**src/hdl/sprint_ctrl_pkg.sv**
```systemverilog
`default_nettype none

package sprint_ctrl_pkg;

	// ====================
	// Key-state word
	// ====================
	localparam int unsigned KEY_W      = 8;
	localparam int unsigned KEY_RIGHT  = 0;
	localparam int unsigned KEY_LEFT   = 1;
	localparam int unsigned KEY_FIRE   = 2;
	localparam int unsigned KEY_START1 = 3;
	localparam int unsigned KEY_START2 = 4;
	localparam int unsigned KEY_COIN   = 5;
	localparam int unsigned KEY_GEARUP = 6;
	localparam int unsigned KEY_GEARDN = 7;

	// ====================
	// Scan-code set 2
	// ====================
	localparam logic [7:0] SC_BREAK  = 8'hF0;
	localparam logic [7:0] SC_EXT    = 8'hE0;
	localparam logic [7:0] SC_RIGHT  = 8'h74; // Extended
	localparam logic [7:0] SC_LEFT   = 8'h6B; // Extended
	localparam logic [7:0] SC_FIRE   = 8'h29; // Space
	localparam logic [7:0] SC_START1 = 8'h16;
	localparam logic [7:0] SC_START2 = 8'h1E;
	localparam logic [7:0] SC_COIN   = 8'h2E;
	localparam logic [7:0] SC_GEARUP = 8'h1C;
	localparam logic [7:0] SC_GEARDN = 8'h1A;

	// Joystick bits, same layout on both ports
	localparam int unsigned JOY_RIGHT  = 0;
	localparam int unsigned JOY_LEFT   = 1;
	localparam int unsigned JOY_FIRE   = 4;
	localparam int unsigned JOY_GEARUP = 5;
	localparam int unsigned JOY_GEARDN = 6;

	localparam int unsigned FIFO_DEPTH = 8;
	localparam int unsigned FIFO_AW    = 3;

	localparam logic [15:0] PS2_IDLE_CYCLES = 16'd2000; // Partial frame timeout
	localparam logic [15:0] STEER_DIV       = 16'd22500; // Cycles per quadrature step

endpackage

`default_nettype wire

```
**src/hdl/control_mixer.sv**
```systemverilog
`timescale 1ns/1ns
`default_nettype none

module control_mixer (
	input  wire logic [sprint_ctrl_pkg::KEY_W-1:0] key_state,
	input  wire logic                              clk_sys,
	input  wire logic                              arst_n,
	input  wire logic                        [7:0] joystick_0,
	input  wire logic                        [7:0] joystick_1,
	output logic                                   gas_n,
	output logic                                   start1_n,
	output logic                                   start2_n,
	output logic                                   coin_n,
	output logic                                   steer_left,
	output logic                                   steer_right,
	output logic                                   gear_up,
	output logic                                   gear_down
);
	import sprint_ctrl_pkg::*;

	logic [7:0] joy0_s1;
	logic [7:0] joy0_s2;
	logic [7:0] joy1_s1;
	logic [7:0] joy1_s2;
	logic [7:0] joy_any;

	assign joy_any = joy0_s2 | joy1_s2; // Either port counts

	always_ff @(posedge clk_sys or negedge arst_n) begin
		if (!arst_n) begin
			joy0_s1     <= '0;
			joy0_s2     <= '0;
			joy1_s1     <= '0;
			joy1_s2     <= '0;
			gas_n       <= 1'b1;
			start1_n    <= 1'b1;
			start2_n    <= 1'b1;
			coin_n      <= 1'b1;
			steer_left  <= 1'b0;
			steer_right <= 1'b0;
			gear_up     <= 1'b0;
			gear_down   <= 1'b0;
		end else begin
			joy0_s1     <= joystick_0;
			joy0_s2     <= joy0_s1;
			joy1_s1     <= joystick_1;
			joy1_s2     <= joy1_s1;
			gas_n       <= ~(key_state[KEY_FIRE] | joy_any[JOY_FIRE]);
			start1_n    <= ~key_state[KEY_START1]; // Keyboard only
			start2_n    <= ~key_state[KEY_START2];
			coin_n      <= ~key_state[KEY_COIN];
			steer_left  <= key_state[KEY_LEFT] | joy_any[JOY_LEFT];
			steer_right <= key_state[KEY_RIGHT] | joy_any[JOY_RIGHT];
			gear_up     <= key_state[KEY_GEARUP] | joy_any[JOY_GEARUP];
			gear_down   <= key_state[KEY_GEARDN] | joy_any[JOY_GEARDN];
		end
	end

endmodule

`default_nettype wire

```
**src/hdl/gearshift.sv**
```systemverilog
`timescale 1ns/1ns
`default_nettype none

module gearshift (
	input  wire logic clk_sys,
	input  wire logic arst_n,
	input  wire logic gear_up,
	input  wire logic gear_down,
	output logic      gear1,
	output logic      gear2,
	output logic      gear3
);

	logic       up_prev;
	logic       dn_prev;
	logic       up_edge;
	logic       dn_edge;
	logic [2:0] gear_sel;

	assign up_edge = gear_up & ~up_prev;
	assign dn_edge = gear_down & ~dn_prev;

	always_ff @(posedge clk_sys or negedge arst_n) begin
		if (!arst_n) begin
			up_prev  <= 1'b0;
			dn_prev  <= 1'b0;
			gear_sel <= 3'b001; // First gear
		end else begin
			up_prev <= gear_up;
			dn_prev <= gear_down;
			case ({up_edge, dn_edge})
				2'b10: if (!gear_sel[2]) gear_sel <= gear_sel << 1;
				2'b01: if (!gear_sel[0]) gear_sel <= gear_sel >> 1;
				default: gear_sel <= gear_sel; // Both edges cancel
			endcase
		end
	end

	assign gear1 = gear_sel[0];
	assign gear2 = gear_sel[1];
	assign gear3 = gear_sel[2];

endmodule

`default_nettype wire

```
**src/hdl/key_decoder.sv**
```systemverilog
`timescale 1ns/1ns
`default_nettype none

module key_decoder (
	input  wire logic                              clk_sys,
	input  wire logic                              arst_n,
	input  wire logic                        [7:0] rd_data,
	input  wire logic                              empty,
	output logic                                   pop,
	output logic [sprint_ctrl_pkg::KEY_W-1:0]      key_state
);
	import sprint_ctrl_pkg::*;

	logic             brk_flag;
	logic             ext_flag;
	logic [KEY_W-1:0] key_sel;

	assign pop = ~empty; // One byte per cycle, never stalls

	// ====================
	// Scan-code lookup
	// ====================
	always_comb begin
		key_sel = '0;
		case (rd_data)
			SC_RIGHT:  key_sel[KEY_RIGHT]  = ext_flag; // Needs E0 prefix
			SC_LEFT:   key_sel[KEY_LEFT]   = ext_flag;
			SC_FIRE:   key_sel[KEY_FIRE]   = 1'b1;
			SC_START1: key_sel[KEY_START1] = 1'b1;
			SC_START2: key_sel[KEY_START2] = 1'b1;
			SC_COIN:   key_sel[KEY_COIN]   = 1'b1;
			SC_GEARUP: key_sel[KEY_GEARUP] = 1'b1;
			SC_GEARDN: key_sel[KEY_GEARDN] = 1'b1;
			default:   key_sel = '0;
		endcase
	end

	// ====================
	// Prefix flags and held keys
	// ====================
	always_ff @(posedge clk_sys or negedge arst_n) begin
		if (!arst_n) begin
			brk_flag  <= 1'b0;
			ext_flag  <= 1'b0;
			key_state <= '0;
		end else if (pop) begin
			if (rd_data == SC_BREAK) begin
				brk_flag <= 1'b1;
			end else if (rd_data == SC_EXT) begin
				ext_flag <= 1'b1;
			end else begin
				if (brk_flag)
					key_state <= key_state & ~key_sel; // Release
				else
					key_state <= key_state | key_sel;
				brk_flag <= 1'b0;
				ext_flag <= 1'b0;
			end
		end
	end

endmodule

`default_nettype wire

```
**src/hdl/ps2_rx.sv**
```systemverilog
`timescale 1ns/1ns
`default_nettype none

module ps2_rx (
	input  wire logic       clk_sys,
	input  wire logic       arst_n,
	input  wire logic       ps2_kbd_clk,
	input  wire logic       ps2_kbd_data,
	output logic      [7:0] rx_data,
	output logic            rx_valid,
	output logic            frame_err
);
	import sprint_ctrl_pkg::*;

	logic  [1:0] clk_sync;
	logic  [1:0] data_sync;
	logic        clk_prev;
	logic        data_prev;
	logic        clk_fall;
	logic [10:0] shift_reg;
	logic  [3:0] bit_cnt;
	logic        frame_done;
	logic [15:0] idle_cnt;
	logic        frame_ok;

	// ====================
	// Line synchronizers
	// ====================
	always_ff @(posedge clk_sys or negedge arst_n) begin
		if (!arst_n) begin
			clk_sync  <= 2'b11;
			data_sync <= 2'b11;
			clk_prev  <= 1'b1;
			data_prev <= 1'b1;
			clk_fall  <= 1'b0;
		end else begin
			clk_sync  <= {clk_sync[0], ps2_kbd_clk};
			data_sync <= {data_sync[0], ps2_kbd_data};
			clk_prev  <= clk_sync[1];
			data_prev <= data_sync[1]; // Kept aligned with clk_fall
			clk_fall  <= clk_prev & ~clk_sync[1];
		end
	end

	// ====================
	// Frame shifter
	// ====================
	always_ff @(posedge clk_sys) begin
		if (clk_fall)
			shift_reg <= {data_prev, shift_reg[10:1]}; // LSB first
	end

	always_ff @(posedge clk_sys or negedge arst_n) begin
		if (!arst_n) begin
			bit_cnt    <= 4'd0;
			frame_done <= 1'b0;
			idle_cnt   <= 16'd0;
		end else begin
			frame_done <= 1'b0;
			if (clk_fall) begin
				idle_cnt <= 16'd0;
				if (bit_cnt == 4'd10) begin
					bit_cnt    <= 4'd0;
					frame_done <= 1'b1;
				end else begin
					bit_cnt <= bit_cnt + 4'd1;
				end
			end else if (bit_cnt != 4'd0) begin
				if (idle_cnt == PS2_IDLE_CYCLES - 16'd1) begin
					bit_cnt  <= 4'd0; // Drop the stalled frame
					idle_cnt <= 16'd0;
				end else begin
					idle_cnt <= idle_cnt + 16'd1;
				end
			end else begin
				idle_cnt <= 16'd0;
			end
		end
	end

	// Start low, odd parity, stop high
	assign frame_ok = ~shift_reg[0] & (^shift_reg[9:1]) & shift_reg[10];

	always_ff @(posedge clk_sys or negedge arst_n) begin
		if (!arst_n) begin
			rx_valid  <= 1'b0;
			frame_err <= 1'b0;
		end else begin
			rx_valid  <= frame_done & frame_ok;
			frame_err <= frame_done & ~frame_ok;
		end
	end

	always_ff @(posedge clk_sys) begin
		if (frame_done)
			rx_data <= shift_reg[8:1];
	end

endmodule

`default_nettype wire

```
**src/hdl/scan_fifo.sv**
```systemverilog
`timescale 1ns/1ns
`default_nettype none

module scan_fifo (
	input  wire logic       clk_sys,
	input  wire logic       arst_n,
	input  wire logic       push,
	input  wire logic [7:0] wr_data,
	input  wire logic       pop,
	output logic      [7:0] rd_data,
	output logic            empty
);
	import sprint_ctrl_pkg::*;

	logic [7:0]         mem [FIFO_DEPTH];
	logic [FIFO_AW-1:0] wr_ptr;
	logic [FIFO_AW-1:0] rd_ptr;
	logic [FIFO_AW:0]   count;
	logic               full;
	logic               do_push;
	logic               do_pop;

	assign full    = (count == (FIFO_AW+1)'(FIFO_DEPTH));
	assign empty   = (count == '0);
	assign do_push = push & ~full; // Byte lost when full
	assign do_pop  = pop & ~empty;

	always_ff @(posedge clk_sys) begin
		if (do_push)
			mem[wr_ptr] <= wr_data;
	end

	always_ff @(posedge clk_sys or negedge arst_n) begin
		if (!arst_n) begin
			wr_ptr <= '0;
			rd_ptr <= '0;
			count  <= '0;
		end else begin
			if (do_push)
				wr_ptr <= wr_ptr + 1'b1; // Depth is a power of two
			if (do_pop)
				rd_ptr <= rd_ptr + 1'b1;
			case ({do_push, do_pop})
				2'b10:   count <= count + 1'b1;
				2'b01:   count <= count - 1'b1;
				default: count <= count;
			endcase
		end
	end

	// Show-ahead head entry
	assign rd_data = mem[rd_ptr];

endmodule

`default_nettype wire

```
**src/hdl/sprint_controls.sv**
```systemverilog
`timescale 1ns/1ns
`default_nettype none

module sprint_controls (
	input  wire logic       clk_sys,
	input  wire logic       arst_n,
	input  wire logic       ps2_kbd_clk,
	input  wire logic       ps2_kbd_data,
	input  wire logic [7:0] joystick_0,
	input  wire logic [7:0] joystick_1,
	output logic            gas_n,
	output logic            start1_n,
	output logic            start2_n,
	output logic            coin_n,
	output logic            steer_a,
	output logic            steer_b,
	output logic            gear1,
	output logic            gear2,
	output logic            gear3,
	output logic            frame_err
);
	import sprint_ctrl_pkg::*;

	logic [7:0]       rx_data;
	logic             rx_valid;
	logic [7:0]       rd_data;
	logic             empty;
	logic             pop;
	logic [KEY_W-1:0] key_state;
	logic             steer_left;
	logic             steer_right;
	logic             gear_up;
	logic             gear_down;

	// ====================
	// Keyboard path
	// ====================
	ps2_rx i_ps2_rx (
		.clk_sys      (clk_sys),
		.arst_n       (arst_n),
		.ps2_kbd_clk  (ps2_kbd_clk),
		.ps2_kbd_data (ps2_kbd_data),
		.rx_data      (rx_data),
		.rx_valid     (rx_valid),
		.frame_err    (frame_err)
	);

	scan_fifo i_scan_fifo (
		.clk_sys (clk_sys),
		.arst_n  (arst_n),
		.push    (rx_valid),
		.wr_data (rx_data),
		.pop     (pop),
		.rd_data (rd_data),
		.empty   (empty)
	);

	key_decoder i_key_decoder (
		.clk_sys   (clk_sys),
		.arst_n    (arst_n),
		.rd_data   (rd_data),
		.empty     (empty),
		.pop       (pop),
		.key_state (key_state)
	);

	// ====================
	// Game controls
	// ====================
	control_mixer i_control_mixer (
		.key_state   (key_state),
		.clk_sys     (clk_sys),
		.arst_n      (arst_n),
		.joystick_0  (joystick_0),
		.joystick_1  (joystick_1),
		.gas_n       (gas_n),
		.start1_n    (start1_n),
		.start2_n    (start2_n),
		.coin_n      (coin_n),
		.steer_left  (steer_left),
		.steer_right (steer_right),
		.gear_up     (gear_up),
		.gear_down   (gear_down)
	);

	steer_quad i_steer_quad (
		.clk_sys     (clk_sys),
		.arst_n      (arst_n),
		.steer_left  (steer_left),
		.steer_right (steer_right),
		.steer_a     (steer_a),
		.steer_b     (steer_b)
	);

	gearshift i_gearshift (
		.clk_sys   (clk_sys),
		.arst_n    (arst_n),
		.gear_up   (gear_up),
		.gear_down (gear_down),
		.gear1     (gear1),
		.gear2     (gear2),
		.gear3     (gear3)
	);

endmodule

`default_nettype wire

```
**src/hdl/steer_quad.sv**
```systemverilog
`timescale 1ns/1ns
`default_nettype none

module steer_quad (
	input  wire logic clk_sys,
	input  wire logic arst_n,
	input  wire logic steer_left,
	input  wire logic steer_right,
	output logic      steer_a,
	output logic      steer_b
);
	import sprint_ctrl_pkg::*;

	logic [15:0] div_cnt;
	logic  [1:0] phase;
	logic        step_en;
	logic        tick;

	assign step_en = steer_left ^ steer_right; // Exactly one direction held
	assign tick    = step_en && (div_cnt == STEER_DIV - 16'd1);

	always_ff @(posedge clk_sys or negedge arst_n) begin
		if (!arst_n) begin
			div_cnt <= 16'd0;
		end else if (!step_en || tick) begin
			div_cnt <= 16'd0;
		end else begin
			div_cnt <= div_cnt + 16'd1;
		end
	end

	always_ff @(posedge clk_sys or negedge arst_n) begin
		if (!arst_n) begin
			phase <= 2'd0;
		end else if (tick) begin
			if (steer_right)
				phase <= phase + 2'd1;
			else
				phase <= phase - 2'd1;
		end
	end

	// Binary phase to Gray: 00 01 11 10
	assign steer_a = phase[1];
	assign steer_b = phase[1] ^ phase[0];

endmodule

`default_nettype wire

```
**config.mk**
```make
export PLATFORM = sky130hd
export DESIGN_NAME = sprint_controls
export DESIGN_NICKNAME = d
export VERILOG_FILES = /design/src/hdl/sprint_ctrl_pkg.sv /design/src/hdl/control_mixer.sv /design/src/hdl/gearshift.sv /design/src/hdl/key_decoder.sv /design/src/hdl/ps2_rx.sv /design/src/hdl/scan_fifo.sv /design/src/hdl/sprint_controls.sv /design/src/hdl/steer_quad.sv
export SDC_FILE = /design/constraint.sdc
export NUM_CORES = 1
export LEC_CHECK = 0
export BUFFER_PORTS_ARGS = -buffer_cell sky130_fd_sc_hd__buf_2
export CORE_MARGIN = 2
export CORE_UTILIZATION = 60
export CTS_CLUSTER_DIAMETER = 40
export DETAILED_ROUTE_END_ITERATION = 7
export PLACE_DENSITY = 0.78
export SYNTH_ARGS = -nofsm -noshare
export SYNTH_HDL_FRONTEND = slang
export SYNTH_SLANG_ARGS = --single-unit
export TNS_END_PERCENT = 50
```
**constraint.sdc**
```tcl
create_clock -name clk_sys -period 3.3 [get_ports clk_sys]
set_input_delay 0.495 -clock clk_sys [delete_from_list [all_inputs] [get_ports clk_sys]]
set_output_delay 0.495 -clock clk_sys [all_outputs]
set_load 0.02 [all_outputs]
```
### Word level (Yosys, flattened, before mapping)

Memory sizes are Yosys's and may differ from the RTL's.
Cells that the tools add are included.
W data, S select, Z words.

* add/sub/neg operators: 9
* eq/ne operators: 21
* muxes and demuxes: 29
* bitwise operators: 32
* reduce and logical (&&, ||, !) cells: 17

Operators by type and width (number)
* $mux W16: 4
* $add A16 B1 Y16 const B: 2
* $eq A8 B5 Y1 const B: 4
* $eq A16 B11 Y1 const B: 1
* $eq A16 B15 Y1 const B: 1
* $eq A8 B6 Y1 const B: 2
* $eq A8 B7 Y1 const B: 2
* $eq A8 B8 Y1 const B: 2
* $mux W4: 4
* $mux W1: 15
* $not A1 Y1: 13
* $reduce_and A2 Y1: 5
* $reduce_xor A9 Y1: 1
* $add A4 B1 Y4 const B: 2
* $and A1 B1 Y1: 8
* $and A8 B8 Y8: 1
* $eq A4 B4 Y1 const B: 2
* $mux W8: 1
* $not A8 Y8: 1
* $or A8 B8 Y8: 1
* $pmux W4 S2: 1
* $reduce_bool A2 Y1: 4
* $or A7 B7 Y7: 1
* $add A3 B1 Y3 const B: 2
* 18 further kinds: 28

* register bits after elaboration: 128
* bits in writable memories: 64
* output and inout bits: 10
* word-level logic and storage cells: 146
* memories: 1

Memory list
* i_scan_fifo.mem: words 8, bits a word 8, rd ports 1, clocked after Yosys merged registers in 0, wr ports 1, line scan_fifo.sv:15 `logic [7:0] mem [FIFO_DEPTH];`

### Depth between registers and ports, before layout

An unclocked memory read counts as a cell.

* word-level depth: 6
* mapped depth: 12

### By module

Synthesis repeated with hierarchy kept, for this count alone.

* cells, all modules: 513
* area total of the unflattened synthesis: 7582.3 um^2

By module, submodules not included
* scan_fifo: instances 1, cells an instance 159, area each 3116.7 um^2, sequential area each 2172.1 um^2
* ps2_rx: instances 1, cells an instance 152, area each 2006.9 um^2, sequential area each 1328.8 um^2
* steer_quad: instances 1, cells an instance 90, area each 917.1 um^2, sequential area each 450.4 um^2
* control_mixer: instances 1, cells an instance 36, area each 747.0 um^2, sequential area each 705.7 um^2
* key_decoder: instances 1, cells an instance 56, area each 566.8 um^2, sequential area each 250.2 um^2
* gearshift: instances 1, cells an instance 20, area each 227.7 um^2, sequential area each 126.4 um^2

### Worst setup path before layout

OpenSTA, ideal clock, no wires.

* path kind: reg2reg
* from: register i_scan_fifo.count[1]
* to: register i_scan_fifo.count[2]
* library setup time: 0.126 ns
* arrival: 2.308 ns
* required time: 3.174 ns
* slack: 0.866 ns
* cell stages (with the launch flop): 11
* buffers on the path: 1
* path through: dfrtp_1 -> clkbuf_1 -> nor4_2 -> inv_1 -> ha_1 -> xor2_1 -> ha_1 -> a21oi_1 -> xor2_1 -> nor2_1 -> xor2_1

* elaborated cells between the ends (all ways): 11
* those cells by class: add/sub (2); eq/ne (3); mux (1); bitwise (3); reduce/logical (2)

RTL lines
* start, declared: line scan_fifo.sv:18 `logic [FIFO_AW:0] count;`
* start signal, assigned: line scan_fifo.sv:44 `2'b10: count <= count + 1'b1;`
* start signal, assigned: line scan_fifo.sv:45 `2'b01: count <= count - 1'b1;`
* start signal, assigned: line scan_fifo.sv:46 `default: count <= count;`
* $logic_not A4 Y1 *: line scan_fifo.sv:24 `assign empty = (count == '0);`
* $not A1 Y1 (no line) *
* named net i_key_decoder.pop: line key_decoder.sv:9 `output logic pop,`
* $eq A2 B1 Y1 or $eq A2 B2 Y1 (tied branches): line scan_fifo.sv:43 `case ({do_push, do_pop})`
* $pmux W4 S2 or $reduce_bool A2 Y1 (tied branches)

Mark *: on every way through the listed nets, which the timed path passes. The rest lies on a longest branch.
A chain may end at the register's enable or synchronous reset.

==> results by group <==
Run status
  • Outcome: finished, final reports clean

Synth
  • Unique masters post-synth: between 40 and 50
  • Largest cells by area after synthesis: edfxtp_1, dfrtp_1, dfstp_2, xnor2_1, mux4_2
  • Syn_nets: 546
  • Post-synthesis sequential area ratio: 0.6840
  • Seq cells post-synth: roughly 180
  • Syn Area/Cell: 14.32 µm²
  • Synth area leader: edfxtp_1
  • Number of synthesized flops with an enable pin: between 80 and 90
  • Mapped Area: 7360 µm²
  • Main synth FF type: dfrtp_1
  • Async set-reset flop share out of synthesis: 0.5489
  • Yosys top cell area share: 0.3387
  • Yosys warning total: 0
  • Post-synthesis cell count: ~510

Clocking
  • Cts hold-fix bufs: 0
  • H-tree Lvls: 4
  • Post-CTS sizing: 0
  • CTS tree: built
  • CTS clk-pin slew, worst paths: approximately 0.070 ns
  • Worst-skew pair later-pin latency: 0.43 ns
  • Postcts setup bufs: 0
  • Total clock sinks: between 150 and 200
  • Clock buffer depth: 2
  • Root Driver: clkbuf_16
  • CTS Buf Count: 17

Global route
  • Initial antenna violation count: 0
  • First-pass GRT wire length: about 20000 µm
  • GRT Util Overall: 0.1994
  • GRT overflow: 0
  • Vias in the first global route: between 4000 and 5000
  • Largest net degree at the start of global routing: 88

Routing
  • Via/cell ratio: between 5 and 6
  • Vias after detailed routing: 4012
  • # DRC: 0
  • DRT Pass-1 Iters: 4
  • WL per Instance: roughly 17 µm
  • Final Routed Wirelength: approximately 12000 µm
  • Antenna-violating nets left: 0
  • Initial drt markers: between 200 and 300

Timing
  • Tcrit/Tclk final: 0.7288
  • Skew final: slightly below 0.009 ns
  • Hold Fails Final Rpt: 0
  • Maximum clock rate: about 420 MHz
  • Tmin final: between 2 and 2.5 ns
  • Least-Margin Pin Slew: approximately 1.0 ns
  • Final setup margin: ~0.9 ns
  • TNS Setup: 0 ns
  • Max Transition Viols Final: 0
  • Worst hold slack: between 0.15 and 0.2 ns
  • Worst slew margin: 0.3205
  • RSZ-0062 raised after global routing: no
  • Final setup viols: 0

Placed design
  • Dpl cells: 683
  • HPWL after detailed placement: 7574 µm
  • GPL Wtd Cong: between 0.7 and 0.8
  • PortBufs: 23
  • Post-Place Worst Slack: approximately 0.91 ns
  • Post-DP Area: between 7000 and 8000 µm²

Run
  • Max-capacitance violation count: 0

Layout
  • Commonest cells after routing, fill and taps aside: dfrtp_1, edfxtp_1, nor2_1
  • Number of flip-flops in the largest register: 64
  • Register with the most flip-flops: i_scan_fifo.mem
  • Nets: slightly below 600
  • Finished Core Util: 0.6879
  • Biggest regs: i_scan_fifo.mem: 64 flops, i_ps2_rx.idle_cnt: 16 flops, i_steer_quad.div_cnt: 16 flops
  • Area growth syn-to-layout: 12.27%
  • Share of cells above drive strength 1: 0.1673
  • Non-Filler Instances: just over 700
  • # diodes: 0
  • Most common cell after layout, fill and taps aside: dfrtp_1
  • Post-route cell area: around 8300 µm²

Critical path
  • Crit. End Element: flop
  • Critical Path Fanout Max: 19
  • Critical path type: reg -> reg
  • Worst Path Required: about 3.6 ns
  • CP Launch Type: flop
  • CP Data Arrival Time: between 2 and 3 ns

Die
  • Starting density of the core: 0.6127
  • Cell Rows: 40
  • Placeable core area: around 12000 µm²
  • Overall die height: between 100 and 150 µm
  • Die W: 114.8 µm
  • I/O pin total: 30
  • Die ar.: 13170 µm²

Power
  • Static Leakage: approximately 3.3 nW
  • Peak VDD IR: around 0.46 mV
  • Total Power: about 6 mW
  • PwrDens: 708.8 nW/µm²

Hold path
  • Hold Crit Class: in -> reg
==> layer usage <==
metal / part of all wire / track usage / up-vias / routed length (µm)
li1: - / - / 1921 / -
met4: 0.013 / 0.07952 / 0 / 161
met1: 0.44 / 0.2374 / 2004 / 5213
met3: 0.030 / 0.06273 / 12 / 357
met2: 0.52 / 0.3412 / 75 / 6244
met5: 0 / 0 / - / 0
==> cells by family after synthesis <==
kind of cell,after synthesis,synth area share
simple gates,170,0.1166
fa+ha+maj,12,0.02040
flops,184,0.6840
compound gates,32,0.02482
mux,35,0.07753
buf+inv,33,0.01955
xor+xnor,48,0.05712
==> cells in the mapped netlist, drive strengths merged (2+ instances only) <==
library cell and number:
inv 23, nand3b 3, nor3 14, or4 2, nor2 53, mux4 14, ha 12, o21ai 10
a31oi 4, mux2i 16, dfrtp 90, nand4 11, and3 11, mux2 5, or3 4, nor2b 7
and3b 2, nand2 31, clkbuf 2, and4 2, a21oi 12, dfstp 11, nand3 14, buf 7
and2 2, nor4 5, xnor2 29, xor2 19, edfxtp 83, nand2b 5
==> power breakdown <==
group | leakage (nW) | internal [mW] | switching, mW | total, mW
logic | 0.991 | 0.535 | 0.577 | 1.11
clock network | 0.291 | 1.18 | 0.811 | 1.99
registers | 2.03 | 2.54 | 0.210 | 2.76
==> path summary, 6_finish.rpt <==
kind | from | endpoint | slack (ns) | cells past startpoint
setup / recovery | i_scan_fifo.rd_ptr[2] | flop | 0.89 | 5
hold / removal | ps2_kbd_data | i_ps2_rx.data_sync[0] | 0.16 | 1
setup reg to reg | i_scan_fifo.rd_ptr[2] | flop | 0.89 | 5
hold reg to reg | i_control_mixer.joy1_s1[6] | i_control_mixer.joy1_s2[6] | 0.35 | 0
max in group asynchronous | arst_n | i_ps2_rx.idle_cnt[13] | 2.24 | 2
min in group asynchronous | arst_n | async pin | 0.25 | 1
==> final cells by class <==
class                      count  area [µm²]
fill                         779        3749
clock inverter                 8       80.08
timing repair buffer          31       177.7
multi-input combinational    297        2182
inverter                      24       90.09
sequential                   184        5034
clock buffer                  24       515.5
tap                          147       183.9
==> worst max-delay path: stages, from the launching register on <==
cell and delay, ns:
dfrtp_1 0.85, mux4_2 0.43, mux2_4 0.31, nor4b_2 0.33, nand4_1 0.18, mux2i_1 0.16
No activity file was read; power rests on OpenSTA's default activity.
